### config.mk
export PLATFORM = sky130hd
export DESIGN_NAME = port_arbiter
export DESIGN_NICKNAME = d
export VERILOG_FILES = /design/src/source/mempool_system_pkg.sv /design/src/source/port_arbiter.sv
export SDC_FILE = /design/constraint.sdc
export NUM_CORES = 1
export LEC_CHECK = 0
export BUFFER_PORTS_ARGS = -buffer_cell sky130_fd_sc_hd__clkbuf_2
export CELL_PAD_IN_SITES_DETAIL_PLACEMENT = 2
export CELL_PAD_IN_SITES_GLOBAL_PLACEMENT = 2
export CORE_MARGIN = 4
export CORE_UTILIZATION = 13
export CTS_CLUSTER_DIAMETER = 100
export DETAILED_ROUTE_END_ITERATION = 6
export PLACE_DENSITY_LB_ADDON = 0.2
export SKIP_LAST_GASP = 1
export SYNTH_ARGS = -nofsm -noshare
export SYNTH_HDL_FRONTEND = slang
export SYNTH_SLANG_ARGS = --single-unit
### constraint.sdc
create_clock -name clk_i -period 7.35 [get_ports clk_i]
set_input_delay 1.47 -clock clk_i [delete_from_list [all_inputs] [get_ports clk_i]]
set_output_delay 1.47 -clock clk_i [all_outputs]
set_load 0.02 [all_outputs]
### src/source/mempool_system_pkg.sv
package mempool_system_pkg;

  // Sizes
  localparam int unsigned NumPorts    = 3;
  localparam int unsigned NumCores    = 4;
  localparam int unsigned AddrWidth   = 32;
  localparam int unsigned DataWidth   = 32;
  localparam int unsigned StrbWidth   = DataWidth / 8;
  localparam int unsigned L2AddrWidth = 12; // Word index, address bits 13:2

  typedef logic [AddrWidth-1:0]        addr_t;
  typedef logic [DataWidth-1:0]        data_t;
  typedef logic [StrbWidth-1:0]        strb_t;
  typedef logic [$clog2(NumPorts)-1:0] port_idx_t;
  typedef logic [NumCores-1:0]         core_mask_t;
  typedef logic [15:0]                 ctrl_off_t; // Offset inside the control window

  typedef enum logic [1:0] {
    TgtCtrl,
    TgtL2,
    TgtBootrom,
    TgtExternal // Default route
  } target_e;

  // Address map
  localparam addr_t CtrlBaseAddr    = 32'h4000_0000;
  localparam addr_t CtrlEndAddr     = 32'h4000_FFFF;
  localparam addr_t L2BaseAddr      = 32'h8000_0000;
  localparam addr_t L2EndAddr       = 32'h801F_FFFF;
  localparam addr_t BootromBaseAddr = 32'hA000_0000;
  localparam addr_t BootromEndAddr  = 32'hA000_FFFF;

  localparam addr_t TCDMBaseAddr = 32'h0000_0000;
  localparam addr_t TCDMSize     = 32'h0000_4000;

  // Control register offsets
  localparam ctrl_off_t CtrlWakeUpOff    = 16'h0000;
  localparam ctrl_off_t CtrlEocOff       = 16'h0004;
  localparam ctrl_off_t CtrlTcdmStartOff = 16'h0008;
  localparam ctrl_off_t CtrlTcdmEndOff   = 16'h000C;
  localparam ctrl_off_t CtrlNumCoresOff  = 16'h0010;

  // Boot image, indexed by address bits 4:2
  localparam int unsigned BootromWords = 8;
  localparam data_t BootromImage [BootromWords] = '{
    32'h0000_0297, 32'h0202_8293, 32'h3052_9073, 32'h1050_0073,
    32'hFFDF_F06F, 32'h0000_0013, 32'hCAFE_F00D, 32'h600D_C0DE
  };

endpackage : mempool_system_pkg
### src/source/port_arbiter.sv
`timescale 1ns/1ps

module port_arbiter (
  input  logic                                                          clk_i,
  input  logic                                                          rst_n_i,
  input  logic [mempool_system_pkg::NumPorts-1:0]                       port_req_i,
  input  mempool_system_pkg::addr_t [mempool_system_pkg::NumPorts-1:0] port_addr_i,
  input  logic [mempool_system_pkg::NumPorts-1:0]                       port_we_i,
  input  mempool_system_pkg::data_t [mempool_system_pkg::NumPorts-1:0] port_wdata_i,
  input  mempool_system_pkg::strb_t [mempool_system_pkg::NumPorts-1:0] port_be_i,
  output logic [mempool_system_pkg::NumPorts-1:0]                       port_gnt_o,
  input  logic                                                          accept_i,
  output logic                                                          sel_valid_o,
  output mempool_system_pkg::port_idx_t                                 sel_port_o,
  output mempool_system_pkg::addr_t                                     sel_addr_o,
  output logic                                                          sel_we_o,
  output mempool_system_pkg::data_t                                     sel_wdata_o,
  output mempool_system_pkg::strb_t                                     sel_be_o
);

  import mempool_system_pkg::*;

  port_idx_t rr_ptr_q;
  port_idx_t sel_idx;
  logic      found;
  logic      grant;

  // First requester at or after the pointer
  always_comb begin
    int unsigned cand;
    found   = 1'b0;
    sel_idx = rr_ptr_q;
    for (int unsigned i = 0; i < NumPorts; i++) begin
      cand = int'(rr_ptr_q) + i;
      if (cand >= NumPorts)
        cand = cand - NumPorts; // wrap
      if (!found && port_req_i[cand]) begin
        found   = 1'b1;
        sel_idx = port_idx_t'(cand);
      end
    end
  end

  assign grant = found & accept_i;

  assign sel_valid_o = found;
  assign sel_port_o  = sel_idx;
  assign sel_addr_o  = port_addr_i[sel_idx];
  assign sel_we_o    = port_we_i[sel_idx];
  assign sel_wdata_o = port_wdata_i[sel_idx];
  assign sel_be_o    = port_be_i[sel_idx];

  always_comb begin
    port_gnt_o = '0;
    if (grant)
      port_gnt_o[sel_idx] = 1'b1;
  end

  // Pointer moves one past the winner
  always_ff @(posedge clk_i or negedge rst_n_i) begin
    if (!rst_n_i) begin
      rr_ptr_q <= '0;
    end else if (grant) begin
      if (sel_idx == port_idx_t'(NumPorts - 1))
        rr_ptr_q <= '0;
      else
        rr_ptr_q <= sel_idx + port_idx_t'(1);
    end
  end

endmodule : port_arbiter

==> results.md <==
- Status: completed
- Core ar.: ~13000 sq um
- Share of layout cells above drive strength 1: between 60 and 70%
- Synthesis-stage register bit count: 2
- Wire length per cell: 18.1 microns
- Initial antenna violation count: 0
- Final setup fails: 0
- Worst-Margin Slew: around 0.80 ns
- Vias in the first global route: between 3000 and 4000
- First-pass GRT wire length: between 15000 and 20000 microns
- Cts hold-fix bufs: 0
- Number of core rows: 42
- Clock Latency Late Sink: around 0.22 ns
- Synthesized netlist cell count: 203
- Post-CTS sizing: 0
- Syn Nets: between 400 and 500
- CTS tree: done
- Asr flop ratio synth: between 90% and 100%
- Area contributors post-synth: mux2i_1 (40%), o2bb2ai_1 (34%), buf_4 (3.3%)
- GRT Util Overall: between 10% and 20%
- Number of flops mapped to enable cells by yosys: 0
- Final setup margin: 1.91 ns
- Worst EP required: about 6 ns
- Ys flop type: dfrtp_1
- Distinct cell type count after synthesis: 27
- Critical path startpoint category: input pin
- Postcts setup bufs: 0
- DP HPWL: 10400 microns
- Top reg by flops: rr_ptr_q
- Root buf cell: clkbuf_16
- DIE WIDTH: 126 microns
- Grt total ovfl: 0
- CP endpoint kind: output port
- Largest area contributor in the netlist: mux2i_1
- Count of yosys warnings during synthesis: 0
- Vias per cell: around 4.4
- Biggest registers after layout: rr_ptr_q: 2 flops
- Area of the multi-input gates: 1620 sq um
- PwrDens: ~540 nW/um^2
- Final Hold Viols: 0
- Placer Congestion: approximately 0.8
- Min-Delay Path Class: reg -> reg
- IO buf count: 287
- Layout area overhead: 91.3%
- Fillers: 1609
- Max FFs per register: 2
- Place WS: 1.84 ns
- DR DRC count: 0
- Final setup skew: ~0.0016 ns
- RSZ-0062 raised after global routing: false
- Most numerous cell in the Yosys netlist: mux2i_1
- Leak Pwr: ~2.1 nW
- Mapped Area: around 1800 sq um
- Max-cap violations: 0
- Synth top area share: between 30% and 40%
- Data arrival, critical path: slightly below 4 ns
- Boundary Pins: approximately 290
- Critical Setup Path Class: in -> out
- CTS clk-pin slew, worst paths: roughly 0.030 ns
- H-tree levels: 1
- Post-route ant nets: 0
- Mean post-synth cell area: between 8 and 9 sq um
- Slew HR: 46.9%
- NumNets Final: a little under 700
- Total clock buffers created by CTS: 3
- Crit-path max FO: 29
- Register area: between 50 and 60 sq um
- Post-layout min period: approximately 5.4 ns
- Final Cycle Share: roughly 74%
- Drt total wl: about 12000 microns
- Antenna Cells: 0
- Largest net degree at the start of global routing: 73
- Slew Limit Fails: 0
- Pre-antenna DRT Iters: 4
- Highest clock rate: ~180 MHz
- Iteration-0 DRC Markers: 54
- Initial core utilization: a little over an eighth
- Sum Neg Setup Slack: 0 ns
- Via Count: approximately 2900
- Die ar.: roughly 16000 sq um
- CTS Sinks: 2
- Die Span Y: between 100 and 150 microns
- VDD IR max: 0.150 mV
- Sequential fraction of the synthesis area: 2.78%
- Synth top cells by count: mux2i_1 (72), o2bb2ai_1 (70), buf_2 (8), buf_4 (8), clkbuf_1 (7)
- Clk buf depth: 2
final cells by class:
class,count,area share [%]
Multi-Input combinational cell,174,46.9
Clock buffer,3,2.18
Sequential cell,2,1.45
Tap cell,176,6.39
Inverter,3,0.327
Timing Repair Buffer,292,42.7
critical path: stages:
cell	delay (ns)
clkbuf_2	0.13
mux2i_1	0.10
o22ai_2	0.30
o32ai_1	0.20
a211oi_1	0.36
and2_2	0.62
buf_4	0.40
o2bb2ai_1	0.17
clkbuf_2	0.21
power breakdown:
part           switching, W  internal [W]  total [W]  leakage (nW)
Combinational       0.00112      0.000641    0.00176          2.00
Sequential       0.00000559     0.0000162  0.0000218        0.0251
Clock             0.0000113     0.0000691  0.0000804        0.0370
Total               0.00114      0.000727    0.00186          2.06
cell usage in the layout, fill, tap and decap left out, drive strengths merged:
cell,n
a211oi,2
nor3b,1
a21oi,1
nor2b,2
a21o,2
or3,1
o22a,1
dfrtp,2
clkbuf,290
buf,5
o32ai,1
a2bb2oi,1
o221ai,1
and2,3
mux2i,72
o2bb2ai,70
inv,3
nor4b,2
o41ai,1
nor2,1
ha,4
nor3,1
nand2,4
and3,1
o22ai,2
per-layer routing:
metal	wire (microns)	track usage, %	vias to the layer above
li1	-	-	1375
met1	4030	14.3	1332
met2	6550	28.1	148
met3	1120	5.12	4
met4	88	2.33	0
met5	0	0	-
through the flow:
stage	hold WS, ns	std cells	total power [W]	instance area, sq um	utilization (%)
6_report	0.545	650	0.00186	3450	25.7
5_1_grt	0.587	650	0.00201	3450	25.7
4_1_cts	0.551	650	0.00191	3450	25.7
3_5_place_dp	0.546	647	0.00182	3370	25.2
3_3_place_gp	0.535	647	0.00180	3370	25.2
2_1_floorplan	0.502	203	0.00129	1800	-
worst paths after layout:
check,cells after the start,slack [ns],from,endpoint
worst min-delay path,1,0.55,rr_ptr_q[0],rr_ptr_q[0]
worst max register to register,8,4.49,rr_ptr_q[1],rr_ptr_q[0]
worst max-delay path,9,1.91,port_req_i[1],sel_wdata_o[23]
worst min register to register,1,0.55,rr_ptr_q[0],rr_ptr_q[0]
max in group asynchronous,1,6.22,rst_n_i,rr_ptr_q[0]
min in group asynchronous,1,1.03,rst_n_i,rr_ptr_q[1]
cell families after synthesis:
logic type	share of synthesized area, %
simple gates	5.41
mux	40.0
fa+ha+maj	2.78
flops	2.78
compound gates	40.8
buf+inv	8.26
Note: power is estimated with default switching activity, not from simulation.
