<file path="src/source/mempool_system_pkg.sv">
package mempool_system_pkg;

  // Sizes
  localparam int unsigned NumPorts    = 3;
  localparam int unsigned NumCores    = 4;
  localparam int unsigned AddrWidth   = 32;
  localparam int unsigned DataWidth   = 32;
  localparam int unsigned StrbWidth   = DataWidth / 8;
  localparam int unsigned L2AddrWidth = 12; // Word index, address bits 13:2

  typedef logic [AddrWidth-1:0]        addr_t;
  typedef logic [DataWidth-1:0]        data_t;
  typedef logic [StrbWidth-1:0]        strb_t;
  typedef logic [$clog2(NumPorts)-1:0] port_idx_t;
  typedef logic [NumCores-1:0]         core_mask_t;
  typedef logic [15:0]                 ctrl_off_t; // Offset inside the control window

  typedef enum logic [1:0] {
    TgtCtrl,
    TgtL2,
    TgtBootrom,
    TgtExternal // Default route
  } target_e;

  // Address map
  localparam addr_t CtrlBaseAddr    = 32'h4000_0000;
  localparam addr_t CtrlEndAddr     = 32'h4000_FFFF;
  localparam addr_t L2BaseAddr      = 32'h8000_0000;
  localparam addr_t L2EndAddr       = 32'h801F_FFFF;
  localparam addr_t BootromBaseAddr = 32'hA000_0000;
  localparam addr_t BootromEndAddr  = 32'hA000_FFFF;

  localparam addr_t TCDMBaseAddr = 32'h0000_0000;
  localparam addr_t TCDMSize     = 32'h0000_4000;

  // Control register offsets
  localparam ctrl_off_t CtrlWakeUpOff    = 16'h0000;
  localparam ctrl_off_t CtrlEocOff       = 16'h0004;
  localparam ctrl_off_t CtrlTcdmStartOff = 16'h0008;
  localparam ctrl_off_t CtrlTcdmEndOff   = 16'h000C;
  localparam ctrl_off_t CtrlNumCoresOff  = 16'h0010;

  // Boot image, indexed by address bits 4:2
  localparam int unsigned BootromWords = 8;
  localparam data_t BootromImage [BootromWords] = '{
    32'h0000_0297, 32'h0202_8293, 32'h3052_9073, 32'h1050_0073,
    32'hFFDF_F06F, 32'h0000_0013, 32'hCAFE_F00D, 32'h600D_C0DE
  };

endpackage : mempool_system_pkg
</file>
<file path="src/source/ctrl_registers.sv">
`timescale 1ns/1ps

module ctrl_registers (
  input  logic                           clk_i,
  input  logic                           rst_n_i,
  input  logic                           req_i,
  input  logic                           we_i,
  input  mempool_system_pkg::addr_t      addr_i,
  input  mempool_system_pkg::data_t      wdata_i,
  input  mempool_system_pkg::strb_t      be_i,
  output mempool_system_pkg::data_t      rdata_o,
  output mempool_system_pkg::core_mask_t wake_up_o,
  output logic                           eoc_valid_o
);

  import mempool_system_pkg::*;

  ctrl_off_t  reg_off;
  logic       wr_en;
  core_mask_t wake_up_q;
  core_mask_t wake_pulse_q;
  data_t      eoc_q;
  data_t      rd_value;

  assign reg_off = addr_i[15:0];
  assign wr_en   = req_i & we_i;

  always_ff @(posedge clk_i or negedge rst_n_i) begin
    if (!rst_n_i) begin
      wake_up_q    <= '0;
      wake_pulse_q <= '0;
      eoc_q        <= '0;
    end else begin
      wake_pulse_q <= '0; // One-cycle pulse
      if (wr_en && reg_off == CtrlWakeUpOff) begin
        wake_up_q    <= wdata_i[NumCores-1:0];
        wake_pulse_q <= wdata_i[NumCores-1:0];
      end
      if (wr_en && reg_off == CtrlEocOff) begin
        for (int b = 0; b < StrbWidth; b++) begin
          if (be_i[b])
            eoc_q[8*b +: 8] <= wdata_i[8*b +: 8];
        end
      end
    end
  end

  always_comb begin
    case (reg_off)
      CtrlWakeUpOff:    rd_value = data_t'(wake_up_q);
      CtrlEocOff:       rd_value = eoc_q;
      CtrlTcdmStartOff: rd_value = TCDMBaseAddr;
      CtrlTcdmEndOff:   rd_value = TCDMBaseAddr + TCDMSize;
      CtrlNumCoresOff:  rd_value = data_t'(NumCores);
      default:          rd_value = '0; // Unmapped
    endcase
  end

  always_ff @(posedge clk_i) begin
    if (req_i)
      rdata_o <= rd_value;
  end

  assign wake_up_o   = wake_pulse_q;
  assign eoc_valid_o = eoc_q[0];

endmodule : ctrl_registers

</file>
<file path="config.mk">
export PLATFORM = sky130hd
export DESIGN_NAME = ctrl_registers
export DESIGN_NICKNAME = d
export VERILOG_FILES = /design/src/source/mempool_system_pkg.sv /design/src/source/ctrl_registers.sv
export SDC_FILE = /design/constraint.sdc
export NUM_CORES = 1
export LEC_CHECK = 0
export BUFFER_PORTS_ARGS = -buffer_cell sky130_fd_sc_hd__buf_4
export CORE_MARGIN = 1
export CORE_UTILIZATION = 40
export CTS_CLUSTER_DIAMETER = 30
export DETAILED_ROUTE_END_ITERATION = 10
export PLACE_DENSITY_LB_ADDON = 0.12
export SETUP_SLACK_MARGIN = 0.4
export SKIP_CTS_REPAIR_TIMING = 1
export SLEW_MARGIN = 20
export SYNTH_ARGS = -nofsm -noshare
export SYNTH_HDL_FRONTEND = slang
export SYNTH_SLANG_ARGS = --single-unit
</file>
<file path="constraint.sdc">
create_clock -name clk_i -period 0.85 [get_ports clk_i]
set_input_delay 0.1275 -clock clk_i [delete_from_list [all_inputs] [get_ports clk_i]]
set_output_delay 0.1275 -clock clk_i [all_outputs]
set_load 0.05 [all_outputs]
</file>
==> flow_summary.ini, run 1 <==
[setup_path]
critical_path_class = input pin to flip-flop
cp.arrival_ns = 1.86
endpoint_kind = flip-flop
cp.required_ns = 1.07
startpoint_type = input pin
crit_fanout = 8

[route]
postRouteAntennaNets = 0
wl_per_cell_um = 15.1
drc = 0
via_per_inst = 4.63
vias = 1786
initialDrtViolationCount = 33
drt-pass1-iter-count = 4
finalWirelength_um = 5840

[power]
powerDensity_mw_per_mm2 = 1820
comb_power_share_pct = 8.3
p_int_w = 0.00624
pwr-share-clk_pct = 44.7
power.net_switching_w = 0.00166
swShare_pct = 21.0
ir_drop_v = 0.00106
p_seq_share_pct = 47.0
leakagePower_nw = 2.00

[run]
drv_cap = 0

[outcome]
violations = hold timing, setup timing
status = finished, violations left

[global_route]
grt_pass1_wl_um = 8820
grt_pass1_vias = 1762
antenna_found_initial = 0
grt_usage_pct = 16.5
overflow = 0
grt_max_degree = 41

[timing]
fin_ws_ns = -0.787
finalHoldViolCount = 40
fin_tns_setup_ns = -53.38
hold_ws_ns = -0.241
fmax_mhz = 611
relSlewSlack_pct = 66.6
fin_skew_ns = 0.00376
final.min_clock_period_ns = 1.64
rsz0062_at_grt = yes
period_share_pct = 193
final-setup-viol-count = 109
slew_viol_final = 0
worst_pin_slew_ns = 0.501

[synthesis]
synth_edf_count = 32
syn-num-nets = 244
ys_async_sr_fraction_pct = 55.6
synth-seq-cells = 72
synth_cells = 172
ys_top_cells_by_area = dfrtp_1 36%, edfxtp_1 34%, mux2_2 14%
yosys_warnings = 0
synth_most_common_cell = dfrtp_1
synth_top_cell_area_share_pct = 35.6
synthesis.area_mm2 = 0.00281
synth_ff_type = dfrtp_1
ys_types = 19
syn-mean-instance-area_um2 = 16.3
ys_seq_area_share_pct = 69.8
yosys-top-cells-count = 40 x dfrtp_1, 36 x mux2_2, 32 x edfxtp_1
yosys.area.top_type = dfrtp_1

[placement]
port_buffers = 92
place_inst = 368
gp_congestion = 0.743
dpl.hpwl_um = 4160

[final_layout]
multi_input_area_um2 = 956
stdcell_count = 386
finish.utilization_pct = 63.9
diodes = 0
fill_cells = 517
drive_above_1_share_pct = 61.4
regArea_mm2 = 0.00197
area_growth_pct = 54.7
finish.net_count = 357

[clocking]
cts.reportedPaths.clkPinSlew_ns = 0.07
clock-sinks = 72
cts_buffers = 9
cts_buffer_depth = 2
cts_tree = done
htree_levels = 3
clock_latency_ns = 0.33
cts-root-buf = clkbuf_8

[die]
core_area_mm2 = 0.00679
die_w_um = 85.8
die_area_mm2 = 0.00736
initial_utilization_pct = 41.3
ios = 109
fp.dieH_um = 85.8
core.rowCount = 30

[hold_path]
hp-class = input pin to asynchronous set/reset pin
-- through the flow --
step | power, W | worst slack (ns) | hold WS (ns) | cell area, um2
global route | 0.00818 | -0.847 | -0.206 | 4340
finish | 0.00790 | -0.787 | -0.241 | 4340
floorplan | 0.00400 | -0.875 | -0.168 | 2940
global placement | 0.00438 | -1.13 | 0.133 | 3850
CTS | 0.00792 | -0.784 | -0.235 | 4120
detailed placement | 0.00439 | -1.13 | 0.136 | 3850
-- final timing paths --
kind,startpoint,end,slack [ns],cells after the start
max in group asynchronous,rst_n_i,wake_up_o[1]$_DFF_PN0_,0.72,1
hold reg to reg,eoc_q[23]$_DFFE_PN0P_,eoc_q[23]$_DFFE_PN0P_,0.50,1
setup / recovery,addr_i[14],eoc_q[9]$_DFFE_PN0P_,-0.79,6
hold / removal,rst_n_i,eoc_q[10]$_DFFE_PN0P_,-0.24,1
setup reg to reg,eoc_q[0]$_DFFE_PN0P_,eoc_q[0]$_DFFE_PN0P_,-0.07,2
min in group clk_i,wdata_i[29],eoc_q[29]$_DFFE_PN0P_,0.02,2
-- worst max-delay path: stages --
cell and delay (ns):
buf_6 0.09, or4_4 0.55, nor4_4 0.38, and3_4 0.27, buf_12 0.13, mux2_4 0.30
-- sequential cells by signal, indices dropped and copies added (netlist names) --
signal and cells:
rdata_o 32, wake_up_q 4, wake_up_o 4, eoc_q 32
-- final cells by class --
type                       count  area share, %
sequential                    72           45.3
timing repair buffer         109           23.7
multi-input combinational     92           22.0
clock inverter                 7           3.28
clock buffer                   9           2.85
tap                           96           2.76
inverter                       1         0.0864
-- metal layers --
metal / track usage [%] / up-vias / share of wire (%)
met5: 0 / - / 0
met4: 9.09 / 0 / 2.5
met3: 3.95 / 14 / 4.2
met2: 25.7 / 60 / 50
met1: 21.3 / 859 / 44
li1: - / 853 / -
-- cell families (layout without fill, tap and decap cells) --
group                  count (synthesis)  after routing  synth area share, %
flip-flops                            72             72                 69.8
AND/OR/NAND/NOR                       51             51                 12.0
multiplexers                          36             36                 14.4
buffers and inverters                  8            126                 2.23
AO/OA/AOI/OAI                          5              5                 1.51
-- power groups by stage --
stage | clock network (W) | registers (W) | logic [W]
6_report | 0.00353 | 0.00371 | 0.000657
5_1_grt | 0.00377 | 0.00371 | 0.000696
4_1_cts | 0.00361 | 0.00370 | 0.000617
3_5_place_dp | 0 | 0.00377 | 0.000616
3_3_place_gp | 0 | 0.00377 | 0.000612
2_1_floorplan | 0 | 0.00397 | 0.0000211
-- placed cells by master (no fill, tap or decap), drive strengths merged, types with 2 or more instances in the layout --
| cell type | synthesis | final |
|---|---|---|
| mux2 | 36 | 36 |
| a22o | 3 | 3 |
| and2 | 31 | 31 |
| dfrtp | 40 | 40 |
| and3 | 8 | 8 |
| inv | 1 | 2 |
| buf | 6 | 109 |
| or4 | 4 | 4 |
| edfxtp | 32 | 32 |
| clkbuf | 1 | 9 |
| clkinv | 0 | 2 |
| nor2 | 4 | 4 |
| bufinv | 0 | 4 |
No activity file was read; power rests on OpenSTA's default activity.
==> run 2, diff against run 1 <==
--- a/config.mk
+++ b/config.mk
@@ -5,6 +5,7 @@
 export SDC_FILE = /design/constraint.sdc
 export NUM_CORES = 1
 export LEC_CHECK = 0
+export ABC_AREA = 1
 export BUFFER_PORTS_ARGS = -buffer_cell sky130_fd_sc_hd__buf_4
 export CORE_MARGIN = 1
 export CORE_UTILIZATION = 40
==> run 2 against run 1 <==
The run still ends with hold timing, setup timing left. Critical path type is now flip-flop to primary output. Clock power fell by 14%. Register-to-register slack improved by 0.12 ns. Worst setup slack improved by 0.57 ns. Power fell by 4.1%.
==> flow_summary.ini, run 2 <==
[synthesis]
ys_async_sr_fraction_pct = 55.6
syn-mean-instance-area_um2 = 10.1
yosys-top-cells-count = 81 x nand2_1, 40 x dfrtp_1, 40 x nand3_1
yosys_warnings = 0
synth_edf_count = 32
synth_most_common_cell = nand2_1
ys_seq_area_share_pct = 65.2
synthSimpleGateAreaFrac_pct = 26.5
synth_cells = 297
syn-num-nets = 369
synth_ff_type = dfrtp_1
synth_top_cell_area_share_pct = 33.3
ys_types = 17
synth_top_family_by_area = simple AND/OR/NAND/NOR gates
ys_top_cells_by_area = dfrtp_1 33%, edfxtp_1 32%, nand2_1 10%
synth-seq-cells = 72
synthesis.area_mm2 = 0.00301
synth_compound_area_share_pct = 0.832
synthMuxAreaShare_pct = 0
synthXorXnorAreaFrac_pct = 0
synth_fa_ha_area_share_pct = 0
yosys.area.top_type = dfrtp_1

[clocking]
cts_tree = done
cts-root-buf = clkbuf_8
cts_buffers = 9
cts_buffer_depth = 2
htree_levels = 3
clock-sinks = 72
clock_latency_ns = 0.34
cts.reportedPaths.clkPinSlew_ns = 0.08

[route]
wl_per_cell_um = 14.4
finalWirelength_um = 7600
drt-pass1-iter-count = 4
drc = 0
postRouteAntennaNets = 0
via_per_inst = 4.73
vias = 2496
initialDrtViolationCount = 73

[die]
die_w_um = 88.7
ios = 109
die_area_mm2 = 0.00787
fp.dieH_um = 88.7
initial_utilization_pct = 41.5
core_area_mm2 = 0.00725
core.rowCount = 31

[timing]
slew_viol_final = 0
finalHoldViolCount = 40
fin_skew_ns = 0.00866
final-setup-viol-count = 99
worst_pin_slew_ns = 0.281
final.min_clock_period_ns = 1.07
hold_ws_ns = -0.394
fmax_mhz = 935
relSlewSlack_pct = 81.2
fin_ws_ns = -0.219
rsz0062_at_grt = yes
period_share_pct = 126

[power]
p_int_w = 0.00584
power.net_switching_w = 0.00173
leakagePower_nw = 2.28
comb_power_share_pct = 10.7
ir_drop_v = 0.00120
swShare_pct = 22.9
p_seq_share_pct = 49.0
powerDensity_mw_per_mm2 = 1480
pwr-share-clk_pct = 40.3

[placement]
place_inst = 495
port_buffers = 92
dpl.hpwl_um = 4690
pre_cts_ws_ns = -0.475
gp_congestion = 0.764

[final_layout]
finish.net_count = 496
regArea_mm2 = 0.00197
final_cell_mix = 68 x nand2_1, 60 x buf_4, 56 x buf_6
drive_above_1_share_pct = 57.1
final_common_cell = nand2_1
fill_cells = 564
reg_top3 = eoc_q: 32 flops, rdata_o: 32 flops
stdcell_count = 528
area_growth_pct = 69.8
multi_input_area_mm2 = 0.00135
diodes = 0

[setup_path]
cp_num_buf_inv = 1
path_cells = buf_6
critical_path_class = flip-flop to primary output
startpoint_type = flip-flop
cp.arrival_ns = 0.94
crit_fanout = 1
cp_top_family = flip-flops
critPathMaxStageDelay_ns = 0.42
slowest_stage = edfxtp_1
endpoint_kind = primary output
cp.required_ns = 0.72

[global_route]
grt_usage_pct = 18.0
overflow = 0
grt_pass1_wl_um = 10300
grt_max_degree = 32
grt_pass1_vias = 2166
antenna_found_initial = 0

[outcome]
status = finished, violations left
violations = hold timing, setup timing

[run]
drv_cap = 0

[hold_path]
hp-class = input pin to asynchronous set/reset pin
run 2: cells by family (layout without fill, tap and decap cells):
family | after synthesis | count (layout)
buffers and inverters | 46 | 177
and+or+nand+nor | 174 | 175
DFF | 72 | 72
AOI/OAI and AO/OA | 5 | 5
run 2: worst register-to-register path: stages, from the launching register on:
cell	delay, ns
dfrtp_1	0.40
nand3_2	0.08
nand2_1	0.07
run 2: power by group through the flow:
stage           logic, W  clock network [W]  registers [W]
5_1_grt         0.000862            0.00323        0.00372
3_5_place_dp    0.000701                  0        0.00377
3_3_place_gp    0.000699                  0        0.00377
2_1_floorplan  0.0000803                  0        0.00397
4_1_cts         0.000703            0.00308        0.00370
6_report        0.000810            0.00305        0.00371
run 2: cell type report:
cell class | count | share of cell area (%)
multi-input combinational | 180 | 26.4
timing repair buffer | 127 | 25.5
clock buffer | 13 | 3.11
sequential | 72 | 38.5
clock inverter | 3 | 1.27
tap | 99 | 2.42
inverter | 34 | 2.82
run 2: per-layer routing:
metal | wire, um | up-vias | GRT usage, % | part of all wire (%)
met5 | 0 | - | 0 | 0
met4 | 70 | 0 | 7.92 | 0.92
met3 | 330 | 7 | 3.45 | 4.3
met2 | 4110 | 68 | 30.9 | 54
met1 | 3090 | 1217 | 22.2 | 41
li1 | - | 1204 | - | -
run 2: path summary, 6_finish.rpt:
| path | from | end | slack, ns | cells past startpoint |
|---|---|---|---|---|
| worst min register to register | eoc_q[21]$_DFFE_PN0P_ | eoc_q[21]$_DFFE_PN0P_ | 0.47 | 2 |
| worst max-delay path | rdata_o[0]$_DFFE_PP_ | rdata_o[0] | -0.22 | 1 |
| worst min-delay path | rst_n_i | eoc_q[2]$_DFFE_PN0P_ | -0.39 | 1 |
| worst max register to register | wake_up_q[3]$_DFFE_PN0P_ | rdata_o[3]$_DFFE_PP_ | 0.05 | 2 |
| min in group clk_i | wdata_i[27] | eoc_q[27]$_DFFE_PN0P_ | 0 | 3 |
| max in group asynchronous | rst_n_i | eoc_q[29]$_DFFE_PN0P_ | 0.85 | 2 |
run 2: through the flow:
step                      TNS (ns)  cell area [um2]  utilization, %  power (W)
after floorplan             -11.02             3070               -    0.00405
after detailed placement    -27.34             3950            54.5    0.00447
after global placement      -26.67             3950            54.5    0.00447
final                        -9.51             5110            70.4    0.00758
after global routing        -13.53             5110            70.4    0.00781
after CTS                   -10.03             4170            57.5    0.00748
