--- src/source/mempool_system_pkg.sv ---
package mempool_system_pkg;

  // Sizes
  localparam int unsigned NumPorts    = 3;
  localparam int unsigned NumCores    = 4;
  localparam int unsigned AddrWidth   = 32;
  localparam int unsigned DataWidth   = 32;
  localparam int unsigned StrbWidth   = DataWidth / 8;
  localparam int unsigned L2AddrWidth = 12; // Word index, address bits 13:2

  typedef logic [AddrWidth-1:0]        addr_t;
  typedef logic [DataWidth-1:0]        data_t;
  typedef logic [StrbWidth-1:0]        strb_t;
  typedef logic [$clog2(NumPorts)-1:0] port_idx_t;
  typedef logic [NumCores-1:0]         core_mask_t;
  typedef logic [15:0]                 ctrl_off_t; // Offset inside the control window

  typedef enum logic [1:0] {
    TgtCtrl,
    TgtL2,
    TgtBootrom,
    TgtExternal // Default route
  } target_e;

  // Address map
  localparam addr_t CtrlBaseAddr    = 32'h4000_0000;
  localparam addr_t CtrlEndAddr     = 32'h4000_FFFF;
  localparam addr_t L2BaseAddr      = 32'h8000_0000;
  localparam addr_t L2EndAddr       = 32'h801F_FFFF;
  localparam addr_t BootromBaseAddr = 32'hA000_0000;
  localparam addr_t BootromEndAddr  = 32'hA000_FFFF;

  localparam addr_t TCDMBaseAddr = 32'h0000_0000;
  localparam addr_t TCDMSize     = 32'h0000_4000;

  // Control register offsets
  localparam ctrl_off_t CtrlWakeUpOff    = 16'h0000;
  localparam ctrl_off_t CtrlEocOff       = 16'h0004;
  localparam ctrl_off_t CtrlTcdmStartOff = 16'h0008;
  localparam ctrl_off_t CtrlTcdmEndOff   = 16'h000C;
  localparam ctrl_off_t CtrlNumCoresOff  = 16'h0010;

  // Boot image, indexed by address bits 4:2
  localparam int unsigned BootromWords = 8;
  localparam data_t BootromImage [BootromWords] = '{
    32'h0000_0297, 32'h0202_8293, 32'h3052_9073, 32'h1050_0073,
    32'hFFDF_F06F, 32'h0000_0013, 32'hCAFE_F00D, 32'h600D_C0DE
  };

endpackage : mempool_system_pkg
--- src/source/bootrom.sv ---
`timescale 1ns/1ps

module bootrom (
  input  logic                      clk_i,
  input  logic                      req_i,
  input  mempool_system_pkg::addr_t addr_i,
  output mempool_system_pkg::data_t rdata_o
);

  import mempool_system_pkg::*;

  localparam int unsigned IdxWidth = $clog2(BootromWords);

  logic [IdxWidth-1:0] rom_idx;

  // Image repeats across the window
  assign rom_idx = addr_i[IdxWidth+1:2];

  always_ff @(posedge clk_i) begin
    if (req_i)
      rdata_o <= BootromImage[rom_idx];
  end

endmodule : bootrom

--- config.mk ---
export PLATFORM = sky130hd
export DESIGN_NAME = bootrom
export DESIGN_NICKNAME = d
export VERILOG_FILES = /design/src/source/mempool_system_pkg.sv /design/src/source/bootrom.sv
export SDC_FILE = /design/constraint.sdc
export NUM_CORES = 1
export LEC_CHECK = 0
export ABC_AREA = 1
export BUFFER_PORTS_ARGS = -buffer_cell sky130_fd_sc_hd__buf_2
export CAP_MARGIN = 20
export CORE_MARGIN = 5
export CORE_UTILIZATION = 39
export CTS_CLUSTER_DIAMETER = 200
export DETAILED_ROUTE_END_ITERATION = 10
export GPL_TIMING_DRIVEN = 0
export PLACE_DENSITY = 0.78
export SLEW_MARGIN = 20
export SYNTH_ARGS = -nofsm -noshare
export SYNTH_HDL_FRONTEND = slang
export SYNTH_SLANG_ARGS = --single-unit
--- constraint.sdc ---
create_clock -name clk_i -period 0.93 [get_ports clk_i]
set_input_delay 0.0465 -clock clk_i [delete_from_list [all_inputs] [get_ports clk_i]]
set_output_delay 0.0465 -clock clk_i [all_outputs]
set_load 0.005 [all_outputs]
==> results.py, run 1 <==
metrics = {
    "status": {
        "outcome": "complete, but fails checks",
        "violations": "negative setup slack",
    },
    "critical_path": {
        "startpoint_type": "register",
        "crit_fanout": 5,
        "crit_type": "register to output pin",
        "crit_path_end_kind": "output pin",
        "arrival_ns": 1.01,
        "cp.required_ns": 0.88,
    },
    "logic_synthesis": {
        "synth_most_common_cell": "edfxtp_1",
        "synth_top_cell_area_share": 0.640,
        "netlist.top_cell.by_area": "edfxtp_1",
        "synth_edf_count": 19,
        "seq_area_frac_synth": 0.640,
        "synth_async_sr_flop_share": 0,
        "syn_area_per_cell_um2": 12.2,
        "netlist_top_cells_count": "19 x edfxtp_1, 17 x nand2_1, 13 x buf_4",
        "ys_types": 13,
        "yosys_most_used_dff": "edfxtp_1",
        "yosys-top-cells-area": "edfxtp_1 64%, buf_4 11%, nand2_1 7.2%",
        "yosysWarningCount": 0,
        "syn_inst": 73,
        "synth_area_um2": 891,
        "synth_seq_cells": 19,
    },
    "floorplanning": {
        "row_count": 17,
        "start_util": 0.407,
        "dieHeight_um": 57.8,
        "core_area_mm2": 0.00219,
        "design.die.area_mm2": 0.00334,
        "die_x_um": 57.8,
        "io_pins": 66,
    },
    "placement": {
        "dp_cells": 135,
        "dp_hpwl_mm": 1.09,
        "pre_cts_ws_ns": -0.146,
        "port_buffers": 32,
        "gp_congestion": 0.739,
    },
    "global_route": {
        "grt_max_degree": 20,
        "antenna_found_initial": 0,
        "grt_pass1_vias": 509,
        "grt_usage": 0.0910,
        "grt_overflow": 0,
        "grt_first_pass_wirelength_mm": 2.22,
    },
    "route": {
        "routed_wl_mm": 1.40,
        "wl_per_cell_um": 10.3,
        "drc": 0,
        "first_iter_violations": 7,
        "routed_via_density": 4.13,
        "m1WireLength_um": 532,
        "wl_met3_um": 112,
        "ant_nets": 0,
        "dr.max_layer_used": "met4",
        "routed-wl-met2_um": 708,
        "vias": 562,
        "firstDrtPassIters": 2,
    },
    "clock_tree": {
        "cts_htree_levels": 1,
        "clock-sinks": 19,
        "clk_pin_slew_ns": 0.10,
        "cts_tree": "built",
        "cts_setup_buffers": 0,
        "numCtsBuffers": 3,
        "root_buffer": "clkbuf_4",
        "clockBufferDepth": 2,
    },
    "hold_path": {
        "hold_depth": 2,
        "hold_class": "input pin to register",
    },
    "cells_and_area": {
        "largest_reg_flops": 19,
        "nets": 148,
        "nFillCells": 197,
        "largestRegisters": "rdata_o (19)",
        "antennaDiodeCount": 0,
        "area_growth_pct": 28.1,
        "drive_gt1_frac": 0.491,
        "largest-register": "rdata_o",
        "finalNonFillerCells": 136,
    },
    "sta": {
        "worst_slack_ns": -0.125,
        "grt_setup_unrepaired": "yes",
        "period_minus_slack_ns": 1.05,
        "period_share": 1.13,
        "finalHoldViolations": 0,
        "max_freq_ghz": 0.948,
        "slew_violations": 0,
        "setup_viol": 8,
    },
    "job": {
        "cap_violations": 0,
    },
    "power": {
        "worst_ir_drop_vdd_mv": 0.640,
        "p_leak_nw": 0.577,
        "power_density_mw_per_mm2": 1530,
    },
}
==> worst max-delay path: stages, from the launching register on <==
cell	delay, ns
edfxtp_1	0.45
buf_4	0.17
buf_6	0.10
==> worst paths after layout <==
path	from	endpoint	slack [ns]
max	rdata_o[30]	rdata_o[18]	-0.12
min	addr_i[4]	rdata_o[9]	0.07
==> kinds of logic (layout without fill, tap and decap cells) <==
family	after synthesis	count (layout)	synth area share
DFF	19	19	0.640
buffers and inverters	24	57	0.164
AOI/OAI and AO/OA	2	2	0.0112
adders and majority gates	5	5	0.0702
and+or+nand+nor	22	22	0.110
other	1	3	0.00421
==> report_power, final <==
part	switching, mW	internal [mW]
clock network	0.220	0.166
logic	0.142	0.164
registers	0.0233	1.03
total	0.385	1.36
==> layout make-up <==
class / count / area [µm²] / area share
buffer: 11 / 86.3 / 0.0757
clock buffer: 4 / 26.3 / 0.0230
inverter: 10 / 37.5 / 0.0329
multi-input combinational: 32 / 181 / 0.159
sequential: 19 / 571 / 0.500
tap: 28 / 35.0 / 0.0307
timing repair buffer: 32 / 204 / 0.179
==> stage by stage <==
step | cell area, µm² | hold WS, ns | util | setup TNS [ns] | power (mW)
finish | 1140 | 0.0715 | 0.521 | -0.793 | 1.74
global route | 1140 | 0.0674 | 0.521 | -1.27 | 1.85
CTS | 1140 | 0.0600 | 0.521 | -0.857 | 1.76
detailed placement | 1090 | 0.371 | 0.499 | -0.604 | 1.36
global placement | 1090 | 0.357 | 0.499 | -0.453 | 1.35
floorplan | 898 | 0.159 | - | 0 | 1.22
==> placed cells by master (no fill, tap or decap) <==
| master | netlist | routed |
|---|---|---|
| buf_2 | 0 | 25 |
| edfxtp_1 | 19 | 19 |
| nand2_1 | 17 | 17 |
| buf_4 | 13 | 10 |
| buf_6 | 1 | 8 |
| inv_1 | 7 | 7 |
| ha_1 | 5 | 5 |
| inv_2 | 3 | 3 |
| conb_1 | 1 | 3 |
| clkbuf_4 | 0 | 3 |
| nand2_2 | 2 | 2 |
| o21ai_0 | 2 | 2 |
| nand2_4 | 1 | 1 |
| nor2_2 | 1 | 1 |
| nor2_1 | 1 | 1 |
| clkbuf_1 | 0 | 1 |
==> what timing repair did <==
action	CTS	global route
hold buffers	0	0
endpoints found under the setup margin	11	11
pin swaps	0	0
gates resized for setup	7	0
==> metal layers <==
| layer | track usage | vias to the layer above |
|---|---|---|
| li1 | - | 286 |
| met1 | 0.0931 | 244 |
| met2 | 0.156 | 28 |
| met3 | 0.0178 | 4 |
| met4 | 0.0795 | 0 |
| met5 | 0 | - |
Power figures use the tool's default switching activity.
==> inputs of run 2 (changes only) <==
--- a/config.mk
+++ b/config.mk
@@ -14,6 +14,7 @@
 export DETAILED_ROUTE_END_ITERATION = 10
 export GPL_TIMING_DRIVEN = 0
 export PLACE_DENSITY = 0.78
+export RECOVER_POWER = 50
 export SLEW_MARGIN = 20
 export SYNTH_ARGS = -nofsm -noshare
 export SYNTH_HDL_FRONTEND = slang
==> results.py, run 2 (synthesis gave the netlist of run 1 again) <==
metrics = {
    "power": {
        "p_leak_nw": 0.569,
        "power_density_mw_per_mm2": 1540,
        "worst_ir_drop_vdd_mv": 0.635,
    },
    "critical_path": {
        "worstPathCellList": "buf_4 -> buf_6",
        "crit_path_end_kind": "output pin",
        "crit_fanout": 5,
        "critPathMaxStageDelay_ns": 0.45,
        "cp.required_ns": 0.88,
        "crit_type": "register to output pin",
        "startpoint_type": "register",
        "cp_slowest_cell": "edfxtp_1",
        "arrival_ns": 1.01,
    },
    "job": {
        "cap_violations": 0,
    },
    "cells_and_area": {
        "area_growth_pct": 26.7,
        "final_common_cell": "buf_2",
        "finalNonFillerCells": 136,
        "fin_util": 0.515,
        "largest-register": "rdata_o",
        "nets": 148,
        "largestRegisters": "rdata_o (19)",
        "largest_reg_flops": 19,
        "final_cell_mix": "22 x buf_2, 19 x nand2_1, 19 x edfxtp_1",
        "antennaDiodeCount": 0,
        "drive_gt1_frac": 0.435,
    },
    "sta": {
        "slew_violations": 0,
        "setup_viol": 8,
        "max_freq_ghz": 0.948,
        "worst_slack_ns": -0.125,
        "period_share": 1.13,
        "period_minus_slack_ns": 1.05,
        "finalHoldViolations": 0,
        "grt_setup_unrepaired": "yes",
    },
    "clock_tree": {
        "clk_pin_slew_ns": 0.10,
        "cts_setup_buffers": 0,
        "numCtsBuffers": 3,
        "root_buffer": "clkbuf_4",
        "clock-sinks": 19,
        "clockBufferDepth": 2,
        "cts_tree": "built",
        "cts_htree_levels": 1,
    },
    "hold_path": {
        "hold_class": "input pin to register",
        "hold_depth": 2,
    },
    "floorplanning": {
        "io_pins": 66,
        "row_count": 17,
        "core_area_mm2": 0.00219,
        "start_util": 0.407,
        "die_x_um": 57.8,
        "design.die.area_mm2": 0.00334,
        "dieHeight_um": 57.8,
    },
    "global_route": {
        "grt_overflow": 0,
        "grt_usage": 0.0910,
        "grt_first_pass_wirelength_mm": 2.22,
        "grt_max_degree": 20,
        "antenna_found_initial": 0,
        "grt_pass1_vias": 509,
    },
    "route": {
        "vias": 557,
        "routed_via_density": 4.10,
        "drc": 0,
        "routed_wl_mm": 1.40,
        "first_iter_violations": 7,
        "ant_nets": 0,
        "wl_per_cell_um": 10.3,
        "firstDrtPassIters": 2,
    },
    "status": {
        "outcome": "complete, but fails checks",
        "violations": "negative setup slack",
    },
    "placement": {
        "port_buffers": 32,
        "gp_congestion": 0.739,
        "dp_hpwl_mm": 1.09,
        "pre_cts_ws_ns": -0.146,
        "dp_cells": 135,
    },
}
-- run 2: cell count changes in the layout (fill, tap and decap cells not counted) --
cell / delta
nand2_4: -1
nand2_1: +2
buf_2: -3
nand2_2: -1
inv_2: -2
clkbuf_2: +1
inv_1: +2
clkbuf_1: +2
-- run 2: cell type report --
cell class                      count  area, µm²
Multi-Input combinational cell     32        171
Fill cell                         200       1060
Clock buffer                        4       26.3
Timing Repair Buffer               32        201
Buffer                             11       86.3
Tap cell                           28       35.0
Sequential cell                    19        571
Inverter                           10       37.5
-- run 2: final timing paths --
kind / startpoint / end / slack (ns)
setup / recovery: rdata_o[30] / rdata_o[18] / -0.12
hold / removal: addr_i[4] / rdata_o[9] / 0.06
-- run 2: timing repair --
item / 4_1_cts / 5_1_grt
gates resized for setup: 7 / 0
hold endpoints to repair: 0 / 0
endpoints found under the setup margin: 11 / 11
hold buffers: 0 / 0
-- run 2: stage by stage --
stage	area [µm²]	total power [mW]	setup TNS [ns]	hold WS, ns
floorplan	898	1.22	0	0.159
global placement	1090	1.35	-0.453	0.357
detailed placement	1090	1.36	-0.604	0.371
CTS	1140	1.76	-0.857	0.0600
global route	1130	1.84	-1.47	0.0607
finish	1130	1.74	-0.793	0.0638
-- run 2: critical path, delay by kind of cell (launching register included) --
family   cells  cell delay, ns
flops        1            0.45
buf+inv      2            0.27
-- run 2: layer usage --
| layer | GRT usage | part of all wire | up-vias |
|---|---|---|---|
| li1 | - | - | 284 |
| met1 | 0.0931 | 0.38 | 241 |
| met2 | 0.156 | 0.51 | 28 |
| met3 | 0.0178 | 0.080 | 4 |
| met4 | 0.0795 | 0.036 | 0 |
| met5 | 0 | 0 | - |
-- run 2: where the power goes --
group / total, mW / switching [mW] / internal [mW]
clock network: 0.386 / 0.220 / 0.166
logic: 0.298 / 0.138 / 0.160
registers: 1.05 / 0.0234 / 1.03
==> inputs of run 3 (changes only) <==
--- a/config.mk
+++ b/config.mk
@@ -14,7 +14,7 @@
 export DETAILED_ROUTE_END_ITERATION = 10
 export GPL_TIMING_DRIVEN = 0
 export PLACE_DENSITY = 0.78
-export RECOVER_POWER = 50
+export RECOVER_POWER = 100
 export SLEW_MARGIN = 20
 export SYNTH_ARGS = -nofsm -noshare
 export SYNTH_HDL_FRONTEND = slang
==> results.py, run 3 (synthesis gave the netlist of run 1 again) <==
metrics = {
    "global_route": {
        "grt_usage": 0.0910,
        "antenna_found_initial": 0,
        "grt_pass1_vias": 509,
        "grt_overflow": 0,
        "grt_max_degree": 20,
        "grt_first_pass_wirelength_mm": 2.22,
    },
    "power": {
        "p_leak_nw": 0.547,
        "worst_ir_drop_vdd_mv": 0.634,
        "power_density_mw_per_mm2": 1550,
    },
    "critical_path": {
        "crit_end": "rdata_o[18]",
        "cp.required_ns": 0.88,
        "worstPathCellList": "buf_4 -> buf_6",
        "cp.depth": 2,
        "crit_start": "rdata_o[30]",
        "startpoint_type": "register",
        "crit_buf_inv": 2,
        "crit_family": "flip-flops",
        "critPathMaxStageDelay_ns": 0.45,
        "arrival_ns": 1.01,
        "crit_fanout": 5,
        "crit_path_end_kind": "output pin",
        "crit_type": "register to output pin",
        "cp_slowest_cell": "edfxtp_1",
    },
    "cells_and_area": {
        "area_growth_pct": 25.6,
        "antennaDiodeCount": 0,
        "largest_reg_flops": 19,
        "largestRegisters": "rdata_o (19)",
        "nets": 148,
        "final_cell_mix": "19 x nand2_1, 19 x edfxtp_1, 14 x buf_2",
        "drive_gt1_frac": 0.361,
        "fin_util": 0.511,
        "largest-register": "rdata_o",
    },
    "floorplanning": {
        "core_area_mm2": 0.00219,
        "die_x_um": 57.8,
        "design.die.area_mm2": 0.00334,
        "row_count": 17,
        "io_pins": 66,
        "start_util": 0.407,
        "dieHeight_um": 57.8,
    },
    "clock_tree": {
        "numCtsBuffers": 3,
        "cts_hold_repair.buffers": 0,
        "root_buffer": "clkbuf_4",
        "clock-sinks": 19,
        "clockBufferDepth": 2,
        "clk_pin_slew_ns": 0.10,
        "cts_tree": "built",
        "cts_htree_levels": 1,
        "cts_setup_buffers": 0,
    },
    "placement": {
        "dp_hpwl_mm": 1.09,
        "port_buffers": 32,
        "pre_cts_ws_ns": -0.146,
        "gp_congestion": 0.739,
    },
    "route": {
        "drc": 0,
        "routed_wl_mm": 1.41,
        "first_iter_violations": 8,
        "ant_nets": 0,
        "vias": 561,
        "firstDrtPassIters": 2,
        "routed_via_density": 4.13,
        "wl_per_cell_um": 10.4,
    },
    "sta": {
        "finalHoldViolations": 0,
        "slew_violations": 0,
        "grt_setup_unrepaired": "yes",
        "whs_ns": 0.0634,
        "max_freq_ghz": 0.948,
        "setup_viol": 8,
        "worst_slack_ns": -0.125,
        "period_minus_slack_ns": 1.06,
        "period_share": 1.13,
    },
    "status": {
        "violations": "negative setup slack",
        "outcome": "complete, but fails checks",
    },
    "hold_path": {
        "hold_class": "input pin to register",
    },
    "job": {
        "cap_violations": 0,
    },
}
-- run 3: cell types whose count changed in the layout (fill, tap and decap cells not counted), sizes merged --
cell	before	now
buf	40	32
clkbuf	7	15
-- run 3: final cells by class --
cell class,count,area (µm²)
Multi-Input combinational cell,32,171
Clock buffer,4,26.3
Buffer,11,86.3
Fill cell,204,1070
Timing Repair Buffer,32,191
Tap cell,28,35.0
Sequential cell,19,571
Inverter,10,37.5
-- run 3: where the power goes --
group | leakage (nW) | internal, mW | total [mW] | switching, mW
registers | 0.185 | 1.03 | 1.05 | 0.0244
logic | 0.347 | 0.153 | 0.291 | 0.138
clock network | 0.0150 | 0.167 | 0.387 | 0.220
total | 0.547 | 1.35 | 1.73 | 0.383
-- run 3: worst min-delay path by stage --
stage | start | to | cells after the start
after global placement | addr_i[4] | rdata_o[9] | 2
after CTS | addr_i[4] | rdata_o[9] | 2
final | addr_i[4] | rdata_o[9] | 2
after detailed placement | addr_i[4] | rdata_o[4] | 2
after floorplan | req_i | rdata_o[0] | 0
after global routing | addr_i[4] | rdata_o[9] | 2
-- run 3: per-layer routing --
metal  track usage  part of all wire
met5             0                 0
met2         0.156              0.50
met4        0.0795             0.035
met3        0.0178             0.081
met1        0.0931              0.38
-- run 3: per-stage QoR --
| stage | setup TNS, ns | cells | area (µm²) | power [mW] |
|---|---|---|---|---|
| after global placement | -0.453 | 135 | 1090 | 1.35 |
| after global routing | -1.47 | 136 | 1120 | 1.83 |
| final | -0.795 | 136 | 1120 | 1.73 |
| after CTS | -0.857 | 136 | 1140 | 1.76 |
| after detailed placement | -0.604 | 135 | 1090 | 1.36 |
| after floorplan | 0 | 75 | 898 | 1.22 |
-- run 3: repair_timing --
action,in CTS,in global routing
setup endpoints to repair,11,11
hold endpoints to repair,0,0
gates resized for setup,7,0
